<file path="src/hdl/soc_settings.svh">
// Global widths, memory map and timing constants of the mini SoC.
// Include this header wherever one of the macros below is needed.
// Window lengths are in bytes, the SRAM depth in bus words.

`ifndef SOC_SETTINGS_SVH
`define SOC_SETTINGS_SVH

// Bus widths
`define SOC_DATA_WIDTH 32
`define SOC_ADDR_WIDTH 32

// --------------------------------------------------
// Memory map
// --------------------------------------------------
`define SOC_ROM_BASE     32'h0000_1000
`define SOC_ROM_LENGTH   32'h0000_0040
`define SOC_CLINT_BASE   32'h0200_0000
`define SOC_CLINT_LENGTH 32'h0000_0010
`define SOC_DRAM_BASE    32'h8000_0000

// DRAM window is this many words long
`define SOC_SRAM_WORDS 256

// Cycles after reset before a debug request may pass
`define SOC_DEBUG_DELAY_CYCLES 500

`endif

</file>
<file path="src/hdl/bus_pkg.sv">
// Bus level types shared by the decoder, the targets and the testbench.
// Members are referenced by scoped name, e.g. bus_pkg::data_t.

`include "soc_settings.svh"

package bus_pkg;

  // One bus address
  typedef logic [`SOC_ADDR_WIDTH-1:0] addr_t;

  // One bus word
  typedef logic [`SOC_DATA_WIDTH-1:0] data_t;

  // --------------------------------------------------
  // 64-bit timer register
  // --------------------------------------------------
  typedef struct packed {
    data_t hi;
    data_t lo;
  } timer_halves_t;

  // Full view for the compare, half view for bus access
  typedef union packed {
    logic [2*`SOC_DATA_WIDTH-1:0] full;
    timer_halves_t                half;
  } timer_word_u;

endpackage

</file>
<file path="src/hdl/soc_map_pkg.sv">
// Address map related types: which target a transfer goes to and
// the register layout inside the timer window.
// Members are referenced by scoped name, e.g. soc_map_pkg::TGT_ROM.

`include "soc_settings.svh"

package soc_map_pkg;

  // Decoded destination of a transfer
  typedef enum logic [1:0] {
    TGT_ROM,
    TGT_SRAM,
    TGT_TIMER,
    TGT_NONE
  } target_e;

  // Word offsets inside the timer window
  typedef enum logic [$clog2(`SOC_CLINT_LENGTH / (`SOC_DATA_WIDTH / 8))-1:0] {
    MTIME_LO    = 0,
    MTIME_HI    = 1,
    MTIMECMP_LO = 2,
    MTIMECMP_HI = 3
  } timer_reg_e;

endpackage

</file>
<file path="src/hdl/mem_bus_if.sv">
// Single-word request/acknowledge bus between the decoder and a target.
// Four-phase handshake: req up, ack up, req down, ack down.
// Address, we and wdata are held stable while req is high; rdata and
// err are valid while ack is high.

interface mem_bus_if;

  // Initiator side
  logic           req;
  logic           we;
  bus_pkg::addr_t addr;
  bus_pkg::data_t wdata;

  // Target side
  logic           ack;
  bus_pkg::data_t rdata;
  logic           err;

  modport initiator (
    output req, we, addr, wdata,
    input  ack, rdata, err
  );

  modport target (
    input  req, we, addr, wdata,
    output ack, rdata, err
  );

endinterface

</file>
<file path="src/hdl/addr_decoder.sv">
// Address decoder between the top-level bus port and the three targets.
// Requests go combinationally to the target selected by the memory map;
// the selection is latched for the rest of the handshake. Addresses
// outside every window are acknowledged here with err high and rdata 0.

`include "soc_settings.svh"

module addr_decoder (
  input  logic           clk_i,
  input  logic           rst_ni,
  input  logic           req_i,
  input  logic           we_i,
  input  bus_pkg::addr_t addr_i,
  input  bus_pkg::data_t wdata_i,
  output logic           ack_o,
  output bus_pkg::data_t rdata_o,
  output logic           err_o,
  mem_bus_if.initiator   rom_bus,
  mem_bus_if.initiator   sram_bus,
  mem_bus_if.initiator   timer_bus
);

  localparam bus_pkg::addr_t DramLength = `SOC_SRAM_WORDS * (`SOC_DATA_WIDTH / 8);

  soc_map_pkg::target_e addr_tgt;
  soc_map_pkg::target_e cur_tgt;
  soc_map_pkg::target_e tgt_q;
  logic                 active_q;
  logic                 none_ack_q;

  function automatic logic in_window(bus_pkg::addr_t addr, bus_pkg::addr_t base,
                                     bus_pkg::addr_t len);
    return (addr >= base) && ((addr - base) < len);
  endfunction

  // --------------------------------------------------
  // Map lookup
  // --------------------------------------------------
  always_comb begin
    if (in_window(addr_i, `SOC_ROM_BASE, `SOC_ROM_LENGTH)) begin
      addr_tgt = soc_map_pkg::TGT_ROM;
    end else if (in_window(addr_i, `SOC_DRAM_BASE, DramLength)) begin
      addr_tgt = soc_map_pkg::TGT_SRAM;
    end else if (in_window(addr_i, `SOC_CLINT_BASE, `SOC_CLINT_LENGTH)) begin
      addr_tgt = soc_map_pkg::TGT_TIMER;
    end else begin
      addr_tgt = soc_map_pkg::TGT_NONE;
    end
  end

  // Keep the target until its ack has dropped
  assign cur_tgt = active_q ? tgt_q : addr_tgt;

  always_ff @(posedge clk_i or negedge rst_ni) begin
    if (!rst_ni) begin
      active_q   <= 1'b0;
      tgt_q      <= soc_map_pkg::TGT_NONE;
      none_ack_q <= 1'b0;
    end else begin
      active_q   <= req_i;
      none_ack_q <= req_i && (cur_tgt == soc_map_pkg::TGT_NONE);
      if (req_i && !active_q) begin
        tgt_q <= addr_tgt;
      end
    end
  end

  // Request fan-out
  assign rom_bus.req   = req_i && (cur_tgt == soc_map_pkg::TGT_ROM);
  assign sram_bus.req  = req_i && (cur_tgt == soc_map_pkg::TGT_SRAM);
  assign timer_bus.req = req_i && (cur_tgt == soc_map_pkg::TGT_TIMER);

  assign rom_bus.we      = we_i;
  assign rom_bus.addr    = addr_i;
  assign rom_bus.wdata   = wdata_i;
  assign sram_bus.we     = we_i;
  assign sram_bus.addr   = addr_i;
  assign sram_bus.wdata  = wdata_i;
  assign timer_bus.we    = we_i;
  assign timer_bus.addr  = addr_i;
  assign timer_bus.wdata = wdata_i;

  // Response return
  always_comb begin
    unique case (cur_tgt)
      soc_map_pkg::TGT_ROM: begin
        ack_o   = rom_bus.ack;
        rdata_o = rom_bus.rdata;
        err_o   = rom_bus.err;
      end
      soc_map_pkg::TGT_SRAM: begin
        ack_o   = sram_bus.ack;
        rdata_o = sram_bus.rdata;
        err_o   = sram_bus.err;
      end
      soc_map_pkg::TGT_TIMER: begin
        ack_o   = timer_bus.ack;
        rdata_o = timer_bus.rdata;
        err_o   = timer_bus.err;
      end
      default: begin
        ack_o   = none_ack_q;
        rdata_o = '0;
        err_o   = none_ack_q;
      end
    endcase
  end

  a_one_target_req : assert property (@(posedge clk_i) disable iff (!rst_ni)
    $onehot0({rom_bus.req, sram_bus.req, timer_bus.req}));

  // Every target must answer only an open request
  a_ack_after_req : assert property (@(posedge clk_i) disable iff (!rst_ni)
    $rose(ack_o) |-> $past(req_i));

endmodule

</file>
<file path="src/flat_wrapper.sv">
// flat-port wrapper written by rule: the top's interface ports become plain ports
module addr_decoder_flat 
  (clk_i, rst_ni, req_i, we_i, addr_i, wdata_i, ack_o, rdata_o, err_o, rom_bus_req, rom_bus_we, rom_bus_addr, rom_bus_wdata, rom_bus_ack, rom_bus_rdata, rom_bus_err, sram_bus_req, sram_bus_we, sram_bus_addr, sram_bus_wdata, sram_bus_ack, sram_bus_rdata, sram_bus_err, timer_bus_req, timer_bus_we, timer_bus_addr, timer_bus_wdata, timer_bus_ack, timer_bus_rdata, timer_bus_err);
  mem_bus_if rom_bus_i ();
  mem_bus_if sram_bus_i ();
  mem_bus_if timer_bus_i ();
  input  logic clk_i;
  input  logic rst_ni;
  input  logic req_i;
  input  logic we_i;
  input  bus_pkg::addr_t addr_i;
  input  bus_pkg::data_t wdata_i;
  output logic ack_o;
  output bus_pkg::data_t rdata_o;
  output logic err_o;
  output wire logic [$bits(rom_bus_i.req)-1:0] rom_bus_req;
  output wire logic [$bits(rom_bus_i.we)-1:0] rom_bus_we;
  output wire logic [$bits(rom_bus_i.addr)-1:0] rom_bus_addr;
  output wire logic [$bits(rom_bus_i.wdata)-1:0] rom_bus_wdata;
  input wire logic [$bits(rom_bus_i.ack)-1:0] rom_bus_ack;
  input wire logic [$bits(rom_bus_i.rdata)-1:0] rom_bus_rdata;
  input wire logic [$bits(rom_bus_i.err)-1:0] rom_bus_err;
  output wire logic [$bits(sram_bus_i.req)-1:0] sram_bus_req;
  output wire logic [$bits(sram_bus_i.we)-1:0] sram_bus_we;
  output wire logic [$bits(sram_bus_i.addr)-1:0] sram_bus_addr;
  output wire logic [$bits(sram_bus_i.wdata)-1:0] sram_bus_wdata;
  input wire logic [$bits(sram_bus_i.ack)-1:0] sram_bus_ack;
  input wire logic [$bits(sram_bus_i.rdata)-1:0] sram_bus_rdata;
  input wire logic [$bits(sram_bus_i.err)-1:0] sram_bus_err;
  output wire logic [$bits(timer_bus_i.req)-1:0] timer_bus_req;
  output wire logic [$bits(timer_bus_i.we)-1:0] timer_bus_we;
  output wire logic [$bits(timer_bus_i.addr)-1:0] timer_bus_addr;
  output wire logic [$bits(timer_bus_i.wdata)-1:0] timer_bus_wdata;
  input wire logic [$bits(timer_bus_i.ack)-1:0] timer_bus_ack;
  input wire logic [$bits(timer_bus_i.rdata)-1:0] timer_bus_rdata;
  input wire logic [$bits(timer_bus_i.err)-1:0] timer_bus_err;
  assign rom_bus_req = rom_bus_i.req;
  assign rom_bus_we = rom_bus_i.we;
  assign rom_bus_addr = rom_bus_i.addr;
  assign rom_bus_wdata = rom_bus_i.wdata;
  assign rom_bus_i.ack = rom_bus_ack;
  assign rom_bus_i.rdata = rom_bus_rdata;
  assign rom_bus_i.err = rom_bus_err;
  assign sram_bus_req = sram_bus_i.req;
  assign sram_bus_we = sram_bus_i.we;
  assign sram_bus_addr = sram_bus_i.addr;
  assign sram_bus_wdata = sram_bus_i.wdata;
  assign sram_bus_i.ack = sram_bus_ack;
  assign sram_bus_i.rdata = sram_bus_rdata;
  assign sram_bus_i.err = sram_bus_err;
  assign timer_bus_req = timer_bus_i.req;
  assign timer_bus_we = timer_bus_i.we;
  assign timer_bus_addr = timer_bus_i.addr;
  assign timer_bus_wdata = timer_bus_i.wdata;
  assign timer_bus_i.ack = timer_bus_ack;
  assign timer_bus_i.rdata = timer_bus_rdata;
  assign timer_bus_i.err = timer_bus_err;
  addr_decoder u_core (.clk_i(clk_i), .rst_ni(rst_ni), .req_i(req_i), .we_i(we_i), .addr_i(addr_i), .wdata_i(wdata_i), .ack_o(ack_o), .rdata_o(rdata_o), .err_o(err_o), .rom_bus(rom_bus_i), .sram_bus(sram_bus_i), .timer_bus(timer_bus_i));
endmodule
</file>
<file path="config.mk">
export PLATFORM = sky130hd
export DESIGN_NAME = addr_decoder_flat
export DESIGN_NICKNAME = d
export VERILOG_FILES = /design/src/hdl/bus_pkg.sv /design/src/hdl/soc_map_pkg.sv /design/src/hdl/mem_bus_if.sv /design/src/hdl/addr_decoder.sv /design/src/flat_wrapper.sv
export VERILOG_INCLUDE_DIRS = /design/src /design/src/hdl
export SDC_FILE = /design/constraint.sdc
export NUM_CORES = 1
export LEC_CHECK = 0
export BUFFER_PORTS_ARGS = -buffer_cell sky130_fd_sc_hd__buf_2
export CAP_MARGIN = 20
export CORE_AREA = 2 2 156 158
export DETAILED_ROUTE_END_ITERATION = 6
export DIE_AREA = 0 0 158 160
export MAX_ROUTING_LAYER = met4
export PLACE_DENSITY = 0.5
export SLEW_MARGIN = 10
export SYNTH_ARGS = -nofsm -noshare
export SYNTH_HDL_FRONTEND = slang
export SYNTH_SLANG_ARGS = --single-unit
export TNS_END_PERCENT = 10
</file>
<file path="constraint.sdc">
create_clock -name clk_i -period 3.44 [get_ports clk_i]
set_clock_uncertainty 0.2 [all_clocks]
set_input_delay 0.172 -clock clk_i [delete_from_list [all_inputs] [get_ports clk_i]]
set_output_delay 0.172 -clock clk_i [all_outputs]
set_load 0.01 [all_outputs]
</file>
# Yosys cells after proc, flatten, opt, wreduce, memory -nomap -nowiden
# Index checks and enable logic that the tools add are counted.
[word_totals] input_bits=170 out_inout_bits=232 rom_bits=0 ramBits=0 regBits=4 latch_bits=0 elab_cells=32 n_memories=0
[classes] div_mod_pow=0 eq_ne=3 addsub=3 shift=0 magnitude_cmp=6 bitwise_logic=0 muxes=7 n_reduce_logical=10 n_mul=0
[ops] op="one-hot mux 32 bit (3 select lines)" n=1
[ops] op="greater-or-equal comparator 32 x 13 -> 1 bit (second input constant)" n=1
[ops] op="greater-or-equal comparator 32 x 26 -> 1 bit (second input constant)" n=1
[ops] op="greater-or-equal comparator 32 bit (second input constant)" n=1
[ops] op="less-than comparator 32 x 11 -> 1 bit (second input constant)" n=1
[ops] op="less-than comparator 32 x 5 -> 1 bit (second input constant)" n=1
[ops] op="less-than comparator 32 x 7 -> 1 bit (second input constant)" n=1
[ops] op="subtractor 32 x 13 -> 32 bit (second input constant)" n=1
[ops] op="subtractor 32 x 26 -> 32 bit (second input constant)" n=1
[ops] op="subtractor 32 bit (second input constant)" n=1
[ops] op="logical AND 1 bit" n=8
[ops] op="2-to-1 mux 2 bit" n=3
[ops] op="one-hot mux 1 bit (3 select lines)" n=2
[ops] op="equality test 2 bit (second input constant)" n=2
[ops] op="equality test 2 x 1 -> 1 bit (second input constant)" n=1
[ops] op="zero test 2 bit" n=1
[ops] op="zero test 1 bit" n=1
[ops] op="2-to-1 mux 1 bit" n=1

# Longest topological paths before layout
# Gate-level depths: netlist (run 1).
[depth] ltp_word=9 mapped_depth=10 mapped_depth_nobuf=8

# Worst setup path after synthesis (run 1)
# Ideal clock, no wire load.
[synth_path] path_type="input to output" from="input port addr_i[18]" to="output port ack_o" path_buffers=2 setup_slack_ns=0.803 arrival_ns=2.265 stages=9 path_cell_list="or4_4 -> or2_1 -> nor4_1 -> nor2_1 -> o21a_2 -> buf_2 -> buf_2 -> o211a_1 -> a32oi_1"
[synth_via] elab_chain_len=9
[synth_rtl] item="from (decl)" line="flat_wrapper.sv:11" rtl="input bus_pkg::addr_t addr_i;"
[synth_rtl] item="subtractor 32 x 26 -> 32 bit" line="addr_decoder.sv:33" rtl="return (addr >= base) && ((addr - base) < len);"
[synth_rtl] item="less-than comparator 32 x 5 -> 1 bit" line="addr_decoder.sv:33"
[synth_rtl] item="logical AND 1 bit" line="addr_decoder.sv:33"
[synth_rtl] item="2-to-1 mux 1 bit" line="addr_decoder.sv:44" rtl="end else if (in_window(addr_i, `SOC_CLINT_BASE, `SOC_CLINT_LENGTH)) begin"
[synth_rtl] item="2-to-1 mux 2 bit" line="addr_decoder.sv:42" rtl="end else if (in_window(addr_i, `SOC_DRAM_BASE, DramLength)) begin"
[synth_rtl] item="2-to-1 mux 2 bit (*)" line="addr_decoder.sv:40" rtl="if (in_window(addr_i, `SOC_ROM_BASE, `SOC_ROM_LENGTH)) begin"
[synth_rtl] item="2-to-1 mux 2 bit (*)" line="addr_decoder.sv:52" rtl="assign cur_tgt = active_q ? tgt_q : addr_tgt;"
[synth_rtl] item="equality test 2 bit (tied with other cells)" line="addr_decoder.sv:85" rtl="unique case (cur_tgt)"
[synth_rtl] item="one-hot mux 1 bit (3 select lines) (*)" line="addr_decoder.sv:85"
[synth_rtl] item="to (decl)" line="flat_wrapper.sv:13" rtl="output logic ack_o;"
# Every way passes the cells marked *; elsewhere a longest branch is shown, timed or not.

# Worst setup path in the final report (run 1)
[layout_path] from="input port addr_i[17]" to="output port rdata_o[21]"
[layout_via] elab_chain_len=9
[layout_rtl] item="subtractor 32 x 26 -> 32 bit" line="addr_decoder.sv:33"
[layout_rtl] item="less-than comparator 32 x 5 -> 1 bit" line="addr_decoder.sv:33"
[layout_rtl] item="logical AND 1 bit" line="addr_decoder.sv:33"
[layout_rtl] item="2-to-1 mux 1 bit" line="addr_decoder.sv:44"
[layout_rtl] item="2-to-1 mux 2 bit" line="addr_decoder.sv:42"
[layout_rtl] item="2-to-1 mux 2 bit (*)" line="addr_decoder.sv:40"
[layout_rtl] item="2-to-1 mux 2 bit (*)" line="addr_decoder.sv:52"
[layout_rtl] item="equality test 2 bit (tied with other cells)" line="addr_decoder.sv:85"
[layout_rtl] item="one-hot mux 32 bit (3 select lines) (*)" line="addr_decoder.sv:85"
[layout_rtl] item="to (decl)" line="flat_wrapper.sv:14" rtl="output bus_pkg::data_t rdata_o;"
# Marked as above.

==> results.toml, run 1 <==
[run_status]
status = "completed"

[worst_setup_path]
rr_endpoint = "u_core.none_ack_q$_DFF_PN0_"
endpoint_kind = "output pin"
reg2reg_slack_ns = 1.63
crit_fanout = 18
start_kind = "primary input"
worstPathArrival_ns = 2.85
required_ns = 3.07
rr_startpoint = "u_core.active_q$_DFF_PN0_"
reg2regPathDepth = 4
critPathKind = "in2out"

[clock_tree]
cts_resized = 0
tritoncts = "yes"
htreeDepth = 1
clk_latency_ns = 0.23
cts_buffer_depth = 2
clk_pin_slew_ns = 0.04
cts_buffers = 3
root_buffer = "clkbuf_16"
post_cts_buffers = 0
cts_hold_buffers = 2
cts_num_sinks = 4

[floorplanning]
std_cell_rows = 57
ios = 402
die_area_um2 = 25300
die_x_um = 158
die_h_um = 160
coreArea_um2 = 23800
initial_utilization_pct = 12.9

[yosys]
synth_area_um2 = 3060
avgSynthCellArea_um2 = 7.11
postSynthCellCount = 431
yosysSeqAreaShare_pct = 3.35
ys.flop_type = "dfstp_2"
synthDistinctLibCells = 43
synth-seq-cells = 4
synth_edf_count = 0
synthArstFlopShare_pct = 100
synth_nets = 602
yosysWarnings = 0

[sta]
report.final.slew_viol_count = 0
setup_tns_ns = 0
finalSetupViolations = 0
post-route-period-util_pct = 93.8
worstMarginPinSlew_ns = 0.709
hold_violations = 0
rsz0062_at_grt = "false"
relSlewSlack_pct = 52.6
period_needed_ns = 3.23
hold_slack_ns = 0.0822
fmax_ghz = 0.310

[route]
first_iter_violations = 191
wl_per_cell_um = 14.9
finalWirelength_um = 12000
dr.max_layer_used = "met4"
vias = 3060
met1_length_um = 4830
ant_nets = 0
drt_first_pass_iters = 6
wl_met2_um = 5780
drc = 0
wl_met3_um = 996
vias_per_cell = 3.79

[layout]
drive_gt1_share_pct = 58.4
syn_to_final_growth_pct = 11.2
multi_input_area_um2 = 1370
fill_cells = 2812
layout.nets = 653
finalNonFillerCells = 807
regArea_um2 = 103

[power_and_ir_drop]
powerDensity_nw_per_um2 = 212
power_w = 0.000723
irDropWorstVdd_mv = 0.231
leakagePower_nw = 1.77

[placed_design]
io_buffers = 253
globalplace.congestion = 0.767
hpwl_um = 9940
placedCellCount = 799

[global_routing]
gr-total-overflow = 0
grt_pass1_vias = 2841
grt_max_degree = 40
grt_usage_pct = 8.61
grt_pass1_wl_um = 16200
antenna_found_initial = 1

[hold_path]
hold_class = "in2async"

[job]
maxCapViolations = 0
-- stage by stage --
stage	utilization (%)	worst slack (ns)	instance area, um2
after floorplan	-	0.803	3060
after global placement	13.9	0.186	3300
after detailed placement	13.9	0.180	3300
after CTS	14.3	0.167	3400
after global routing	14.3	0.0496	3400
final	14.3	0.215	3410
-- state kept, by name, summed over array words and instances (netlist names) --
| signal | cells |
|---|---|
| u_core.active_q | 1 |
| u_core.none_ack_q | 1 |
| u_core.tgt_q | 2 |
-- cells in the mapped netlist, types with 2 or more instances --
cell type	n	area (um2)
a211oi_1	33	248
a221o_1	32	320
a32oi_1	2	17.5
and2_1	3	18.8
and3_1	37	231
buf_2	7	35.0
buf_4	195	1460
buf_6	3	33.8
clkbuf_1	16	60.1
dfrtp_1	2	50.1
dfstp_2	2	52.6
inv_1	2	7.51
nand2_1	44	165
nand3_1	6	30.0
nand3b_1	2	15.0
nor2_1	9	33.8
nor3_1	3	15.0
nor4_1	5	31.3
o211a_1	2	20.0
o21ai_0	3	15.0
-- cell type report --
cell class	count	share of cell area [%]
Timing Repair Buffer	268	42.1
Sequential cell	4	3.01
Tap cell	324	11.9
Antenna cell	2	0.147
Clock buffer	4	2.31
Inverter	2	0.220
Multi-Input combinational cell	203	40.3
-- cell usage in the layout, fill, tap and decap left out, types with 2 or more instances in the layout --
cell           count
o21ai_0            3
a32oi_1            2
dlygate4sd3_1      2
a211oi_1          33
buf_12             4
buf_4              9
and3_1            37
nor4_1             5
a221o_1           32
nand2_1           42
nor2_1             9
dfstp_2            2
diode_2            2
inv_1              2
dfrtp_1            2
o211a_1            2
and2_1             3
nand3b_1           2
buf_2            253
clkbuf_16          3
nor3_1             3
nand2_2            2
nand3_1            6
-- power by group --
| part | leakage (nW) | switching, W | total, W | internal (W) |
|---|---|---|---|---|
| sequential | 0.0458 | 0.00000318 | 0.0000567 | 0.0000535 |
| clock | 0.0382 | 0.0000353 | 0.000189 | 0.000153 |
| combinational | 1.68 | 0.000263 | 0.000477 | 0.000214 |
| total | 1.77 | 0.000302 | 0.000723 | 0.000421 |
-- layer usage --
| metal | global-route usage [%] | vias up |
|---|---|---|
| met5 | - | - |
| met3 | 1.74 | 38 |
| met1 | 9.75 | 1404 |
| met2 | 14.9 | 170 |
| met4 | 3.07 | 0 |
| li1 | - | 1448 |
-- worst max-delay path, stage by stage --
cell      delay (ns)
buf_2           0.12
or3_1           0.43
o41ai_1         0.34
nand3_1         0.14
a32o_1          0.35
o21ai_4         0.25
buf_4           0.30
a211oi_1        0.11
buf_4           0.15
a221o_1         0.32
buf_2           0.17
-- kinds of logic after synthesis --
group	share of synthesized area, %
xor gates and xnor gates	0.286
DFF	3.35
adders and majority gates	0.408
and+or+nand+nor	20.0
AOI/OAI and AO/OA	23.6
buffers and inverters	52.4
-- worst max path at each step --
stage               start     endpoint  cells past startpoint
6_report       addr_i[17]  rdata_o[21]                     11
5_1_grt        addr_i[17]  rdata_o[21]                     11
4_1_cts        addr_i[17]  rdata_o[21]                     11
3_5_place_dp   addr_i[17]  rdata_o[21]                     11
3_3_place_gp   addr_i[17]  rdata_o[21]                      9
2_1_floorplan  addr_i[18]        ack_o                      9
Power figures use the tool's default switching activity.
==> run 2: changes to the inputs <==
- BUFFER_PORTS_ARGS: -buffer_cell sky130_fd_sc_hd__buf_2 -> unset
- CORE_AREA: 2 2 156 158 -> 2 2 158 160
- DIE_AREA: 0 0 158 160 -> 0 0 160 162
- DONT_BUFFER_PORTS: unset -> 1
- PLACE_DENSITY: 0.5 -> 0.35
==> results.toml, run 2 (synthesis results as in run 1) <==
[run_status]
status = "completed"

[placed_design]
globalplace.congestion = 0.684
pre_cts_ws_ns = 0.303
placedCellCount = 541
hpwl_um = 6500
io_buffers = 0

[power_and_ir_drop]
irDropWorstVdd_mv = 0.129
leakagePower_nw = 0.703
power_frac_comb_pct = 50.8
seq_power_share_pct = 11.5
p_sw_share_pct = 39.7
power.share.clock_pct = 37.8
p_switching_w = 0.000197
p_int_w = 0.000298
powerDensity_nw_per_um2 = 240

[floorplanning]
coreArea_um2 = 24100
die_x_um = 160
die_h_um = 162
initial_utilization_pct = 12.7
std_cell_rows = 57
die_area_um2 = 25900
ios = 402

[sta]
hold_slack_ns = 0.0249
finalSetupViolations = 0
rsz0062_at_grt = "false"
setup_tns_ns = 0
period_needed_ns = 3.07
fmax_ghz = 0.325
setup_ws_ns = 0.366
worstMarginPinSlew_ns = 0.932
hold_violations = 0
report.final.slew_viol_count = 0
relSlewSlack_pct = 37.9
post-route-period-util_pct = 89.4

[layout]
reg_top3 = "u_core.tgt_q: 2 flops, u_core.active_q: 1 flops, u_core.none_ack_q: 1 flops"
layout_common_cells = "nand2_1, and3_1, a211oi_1, a221o_1, nor2_1"
finalNonFillerCells = 549
largest_reg_flops = 2
drive_gt1_share_pct = 9.87
layout_commonest_cell = "nand2_1"
regMostFlops = "u_core.tgt_q"
syn_to_final_growth_pct = -32.7
fill_cells = 2866
final_core_util_pct = 8.55
layout.nets = 395
multi_input_area_um2 = 1370
regArea_um2 = 103

[hold_path]
hold_class = "in2async"

[clock_tree]
clk_latency_ns = 0.23
cts_resized = 0
htreeDepth = 1
root_buffer = "clkbuf_16"
tritoncts = "yes"
cts_buffers = 3
clk_pin_slew_ns = 0.04
cts_num_sinks = 4
cts_buffer_depth = 2

[job]
maxCapViolations = 0

[worst_setup_path]
start_kind = "primary input"
worstPathCellList = "or3_1, o41ai_1, nand3_1, a32o_1, o21ai_4, buf_4, a211oi_1, a221o_1"
critPathKind = "in2out"
cp_slowest_cell = "or3_1"
required_ns = 3.07
crit_family = "compound AO/OA/AOI/OAI gates"
cpPeakStageDelay_ns = 0.47
worstPathArrival_ns = 2.70
crit_fanout = 35
cp_num_buf_inv = 1
endpoint_kind = "output pin"

[route]
vias_per_cell = 3.78
vias = 2074
first_iter_violations = 140
wl_per_cell_um = 15.7
ant_nets = 0
drc = 0
drt_first_pass_iters = 4
finalWirelength_um = 8610

[global_routing]
grt_usage_pct = 6.00
antenna_found_initial = 0
grt_max_degree = 53
grt_pass1_vias = 1920
grt_pass1_wl_um = 11700
gr-total-overflow = 0
[run 2: timing repair]
action / 4_1_cts / 5_1_grt
hold endpoints to repair: 7 / 0
buffers inserted: 0 / 0
hold buffers: 2 / 0
[run 2: layout make-up]
type | count | area share, %
Antenna cell | 2 | 0.243
Sequential cell | 4 | 4.98
Tap cell | 324 | 19.7
Inverter | 2 | 0.364
Clock buffer | 4 | 3.82
Timing Repair Buffer | 10 | 4.49
Multi-Input combinational cell | 203 | 66.4
[run 2: metrics by stage]
step                instance area [um2]  total power (W)
floorplan                          3060         0.000490
CTS                                2060         0.000505
global placement                   1960         0.000309
finish                             2060         0.000495
global route                       2060         0.000532
detailed placement                 1960         0.000307
[run 2: per-layer routing]
metal | up-vias | share of wire [%] | GRT usage (%)
li1 | 931 | - | -
met1 | 989 | 45 | 7.90
met2 | 144 | 46 | 9.52
met3 | 10 | 8.1 | 1.25
met4 | 0 | 0.76 | 1.27
met5 | - | 0 | -
[run 2: power groups by stage]
stage / clock (W) / sequential (W) / combinational, W
2_1_floorplan: 0 / 0.0000559 / 0.000435
3_3_place_gp: 0 / 0.0000575 / 0.000251
3_5_place_dp: 0 / 0.0000574 / 0.000250
4_1_cts: 0.000194 / 0.0000569 / 0.000254
5_1_grt: 0.000198 / 0.0000577 / 0.000276
6_report: 0.000187 / 0.0000568 / 0.000251
[run 2: worst paths after layout]
path                                        startpoint                     endpoint  slack (ns)  cells after the start
setup / recovery                            addr_i[17]                   rdata_o[6]        0.37                      8
hold / removal                                  rst_ni  u_core.none_ack_q$_DFF_PN0_        0.02                      1
setup reg to reg             u_core.active_q$_DFF_PN0_  u_core.none_ack_q$_DFF_PN0_        1.61                      5
hold reg to reg            u_core.tgt_q[1]$_DFFE_PN1P_  u_core.tgt_q[1]$_DFFE_PN1P_        0.30                      2
max in group asynchronous                       rst_ni  u_core.tgt_q[1]$_DFFE_PN1P_        2.76                      1
min in group clk_i                         wdata_i[15]            rom_bus_wdata[15]        0.14                      0
==> run 3: changes to the inputs <==
- BUFFER_PORTS_ARGS: unset -> -buffer_cell sky130_fd_sc_hd__buf_2
- DONT_BUFFER_PORTS: 1 -> unset
- PLACE_DENSITY: 0.35 -> 0.49
==> results.toml, run 3 (synthesis results as in run 1) <==
[placed_design]
pre_cts_ws_ns = 0.158
io_buffers = 253
globalplace.congestion = 0.750
hpwl_um = 10300
dpl_cell_area_um2 = 3320

[worst_setup_path]
worstSetupStartpoint = "addr_i[17]"
required_ns = 3.07
rr_endpoint = "u_core.none_ack_q$_DFF_PN0_"
critPathKind = "in2out"
rr_startpoint = "u_core.active_q$_DFF_PN0_"
worstPathArrival_ns = 2.91
start_kind = "primary input"
reg2reg_slack_ns = 1.74
endpoint_kind = "output pin"
reg2regPathDepth = 4
crit_fanout = 32

[route]
ant_nets = 0
vias_per_cell = 3.75
vias = 3011
first_iter_violations = 143
drc = 0
finalWirelength_um = 12700
drt_first_pass_iters = 4
wl_per_cell_um = 15.8

[floorplanning]
std_cell_rows = 57
initial_utilization_pct = 12.7
coreArea_um2 = 24100
ios = 402
die_area_um2 = 25900
die_h_um = 162
die_x_um = 160

[sta]
finalSetupViolations = 0
relSlewSlack_pct = 67.0
hold_violations = 0
setup_tns_ns = 0
worstMarginPinSlew_ns = 0.493
post-route-period-util_pct = 95.3
fmax_ghz = 0.305
report.final.slew_viol_count = 0
period_needed_ns = 3.28
setup_ws_ns = 0.160
hold_slack_ns = 0.0813
rsz0062_at_grt = "false"

[hold_path]
hold_class = "in2async"

[power_and_ir_drop]
power_w = 0.000721
leakagePower_nw = 1.77
powerDensity_nw_per_um2 = 211
irDropWorstVdd_mv = 0.123

[layout]
drive_gt1_share_pct = 58.8
multi_input_area_um2 = 1390
fin_area_um2 = 3420
reg_top3 = "u_core.tgt_q: 2 flops, u_core.active_q: 1 flops, u_core.none_ack_q: 1 flops"
fill_cells = 2861
syn_to_final_growth_pct = 11.8
n_antenna_cell = 0
layout_common_cells = "buf_2, nand2_1, and3_1, a211oi_1, a221o_1"
layout_commonest_cell = "buf_2"
layout.nets = 653
regMostFlops = "u_core.tgt_q"
regArea_um2 = 103
largest_reg_flops = 2

[clock_tree]
htreeDepth = 1
tritoncts = "yes"
cts_num_sinks = 4
post_cts_buffers = 0
clk_latency_ns = 0.22
cts_buffer_depth = 2
clk_pin_slew_ns = 0.03
cts_buffers = 3
root_buffer = "clkbuf_16"

[global_routing]
grt_pass1_vias = 3031
gr-total-overflow = 0
grt_max_degree = 48
antenna_found_initial = 0
grt_pass1_wl_um = 18200
grt_usage_pct = 9.29

[run_status]
status = "completed"

[job]
maxCapViolations = 0
run 3: metal layers:
layer / track usage (%) / wire (um) / vias to the layer above
met4: 2.74 / 307 / 0
met5: - / 0 / -
li1: - / - / 1441
met3: 1.84 / 918 / 38
met2: 15.9 / 6020 / 158
met1: 11.1 / 5430 / 1374
run 3: how the worst max path moves through the flow:
stage	slack, ns	to	depth (start not counted)
finish	0.16	rdata_o[14]	9
detailed placement	0.16	rdata_o[14]	9
global route	0.03	rdata_o[14]	9
global placement	0.15	rdata_o[14]	9
floorplan	0.80	ack_o	9
CTS	0.14	rdata_o[14]	9
run 3: repair_timing:
| action | CTS | global route |
|---|---|---|
| resized for setup | 0 | 1 |
| endpoints found under the setup margin | 0 | 1 |
| hold buffers | 2 | 0 |
| hold endpoints to repair | 5 | 0 |
run 3: final cells by class:
cell class	count	area share, %
timing repair buffer	268	42.3
tap	324	11.8
clock buffer	3	2.19
inverter	2	0.219
multi-input combinational	203	40.5
sequential	4	3.00
run 3: critical path: stages:
cell and delay (ns):
buf_2 0.11, or3_1 0.42, o41ai_1 0.42, nand3_1 0.13, a32o_1 0.37, o21a_2 0.28, o211a_4 0.41, a221o_1 0.43
buf_2 0.15
run 3: per-stage QoR:
| step | cells | util (%) |
|---|---|---|
| floorplan | 431 | - |
| global placement | 799 | 13.8 |
| detailed placement | 799 | 13.8 |
| CTS | 804 | 14.2 |
| global route | 804 | 14.2 |
| finish | 804 | 14.2 |
run 3: power by group:
group          switching [W]  internal [W]  total [W]  leakage [nW]
registers         0.00000329     0.0000536  0.0000569        0.0458
clock network      0.0000310      0.000148   0.000179        0.0370
logic               0.000269      0.000216   0.000485          1.69
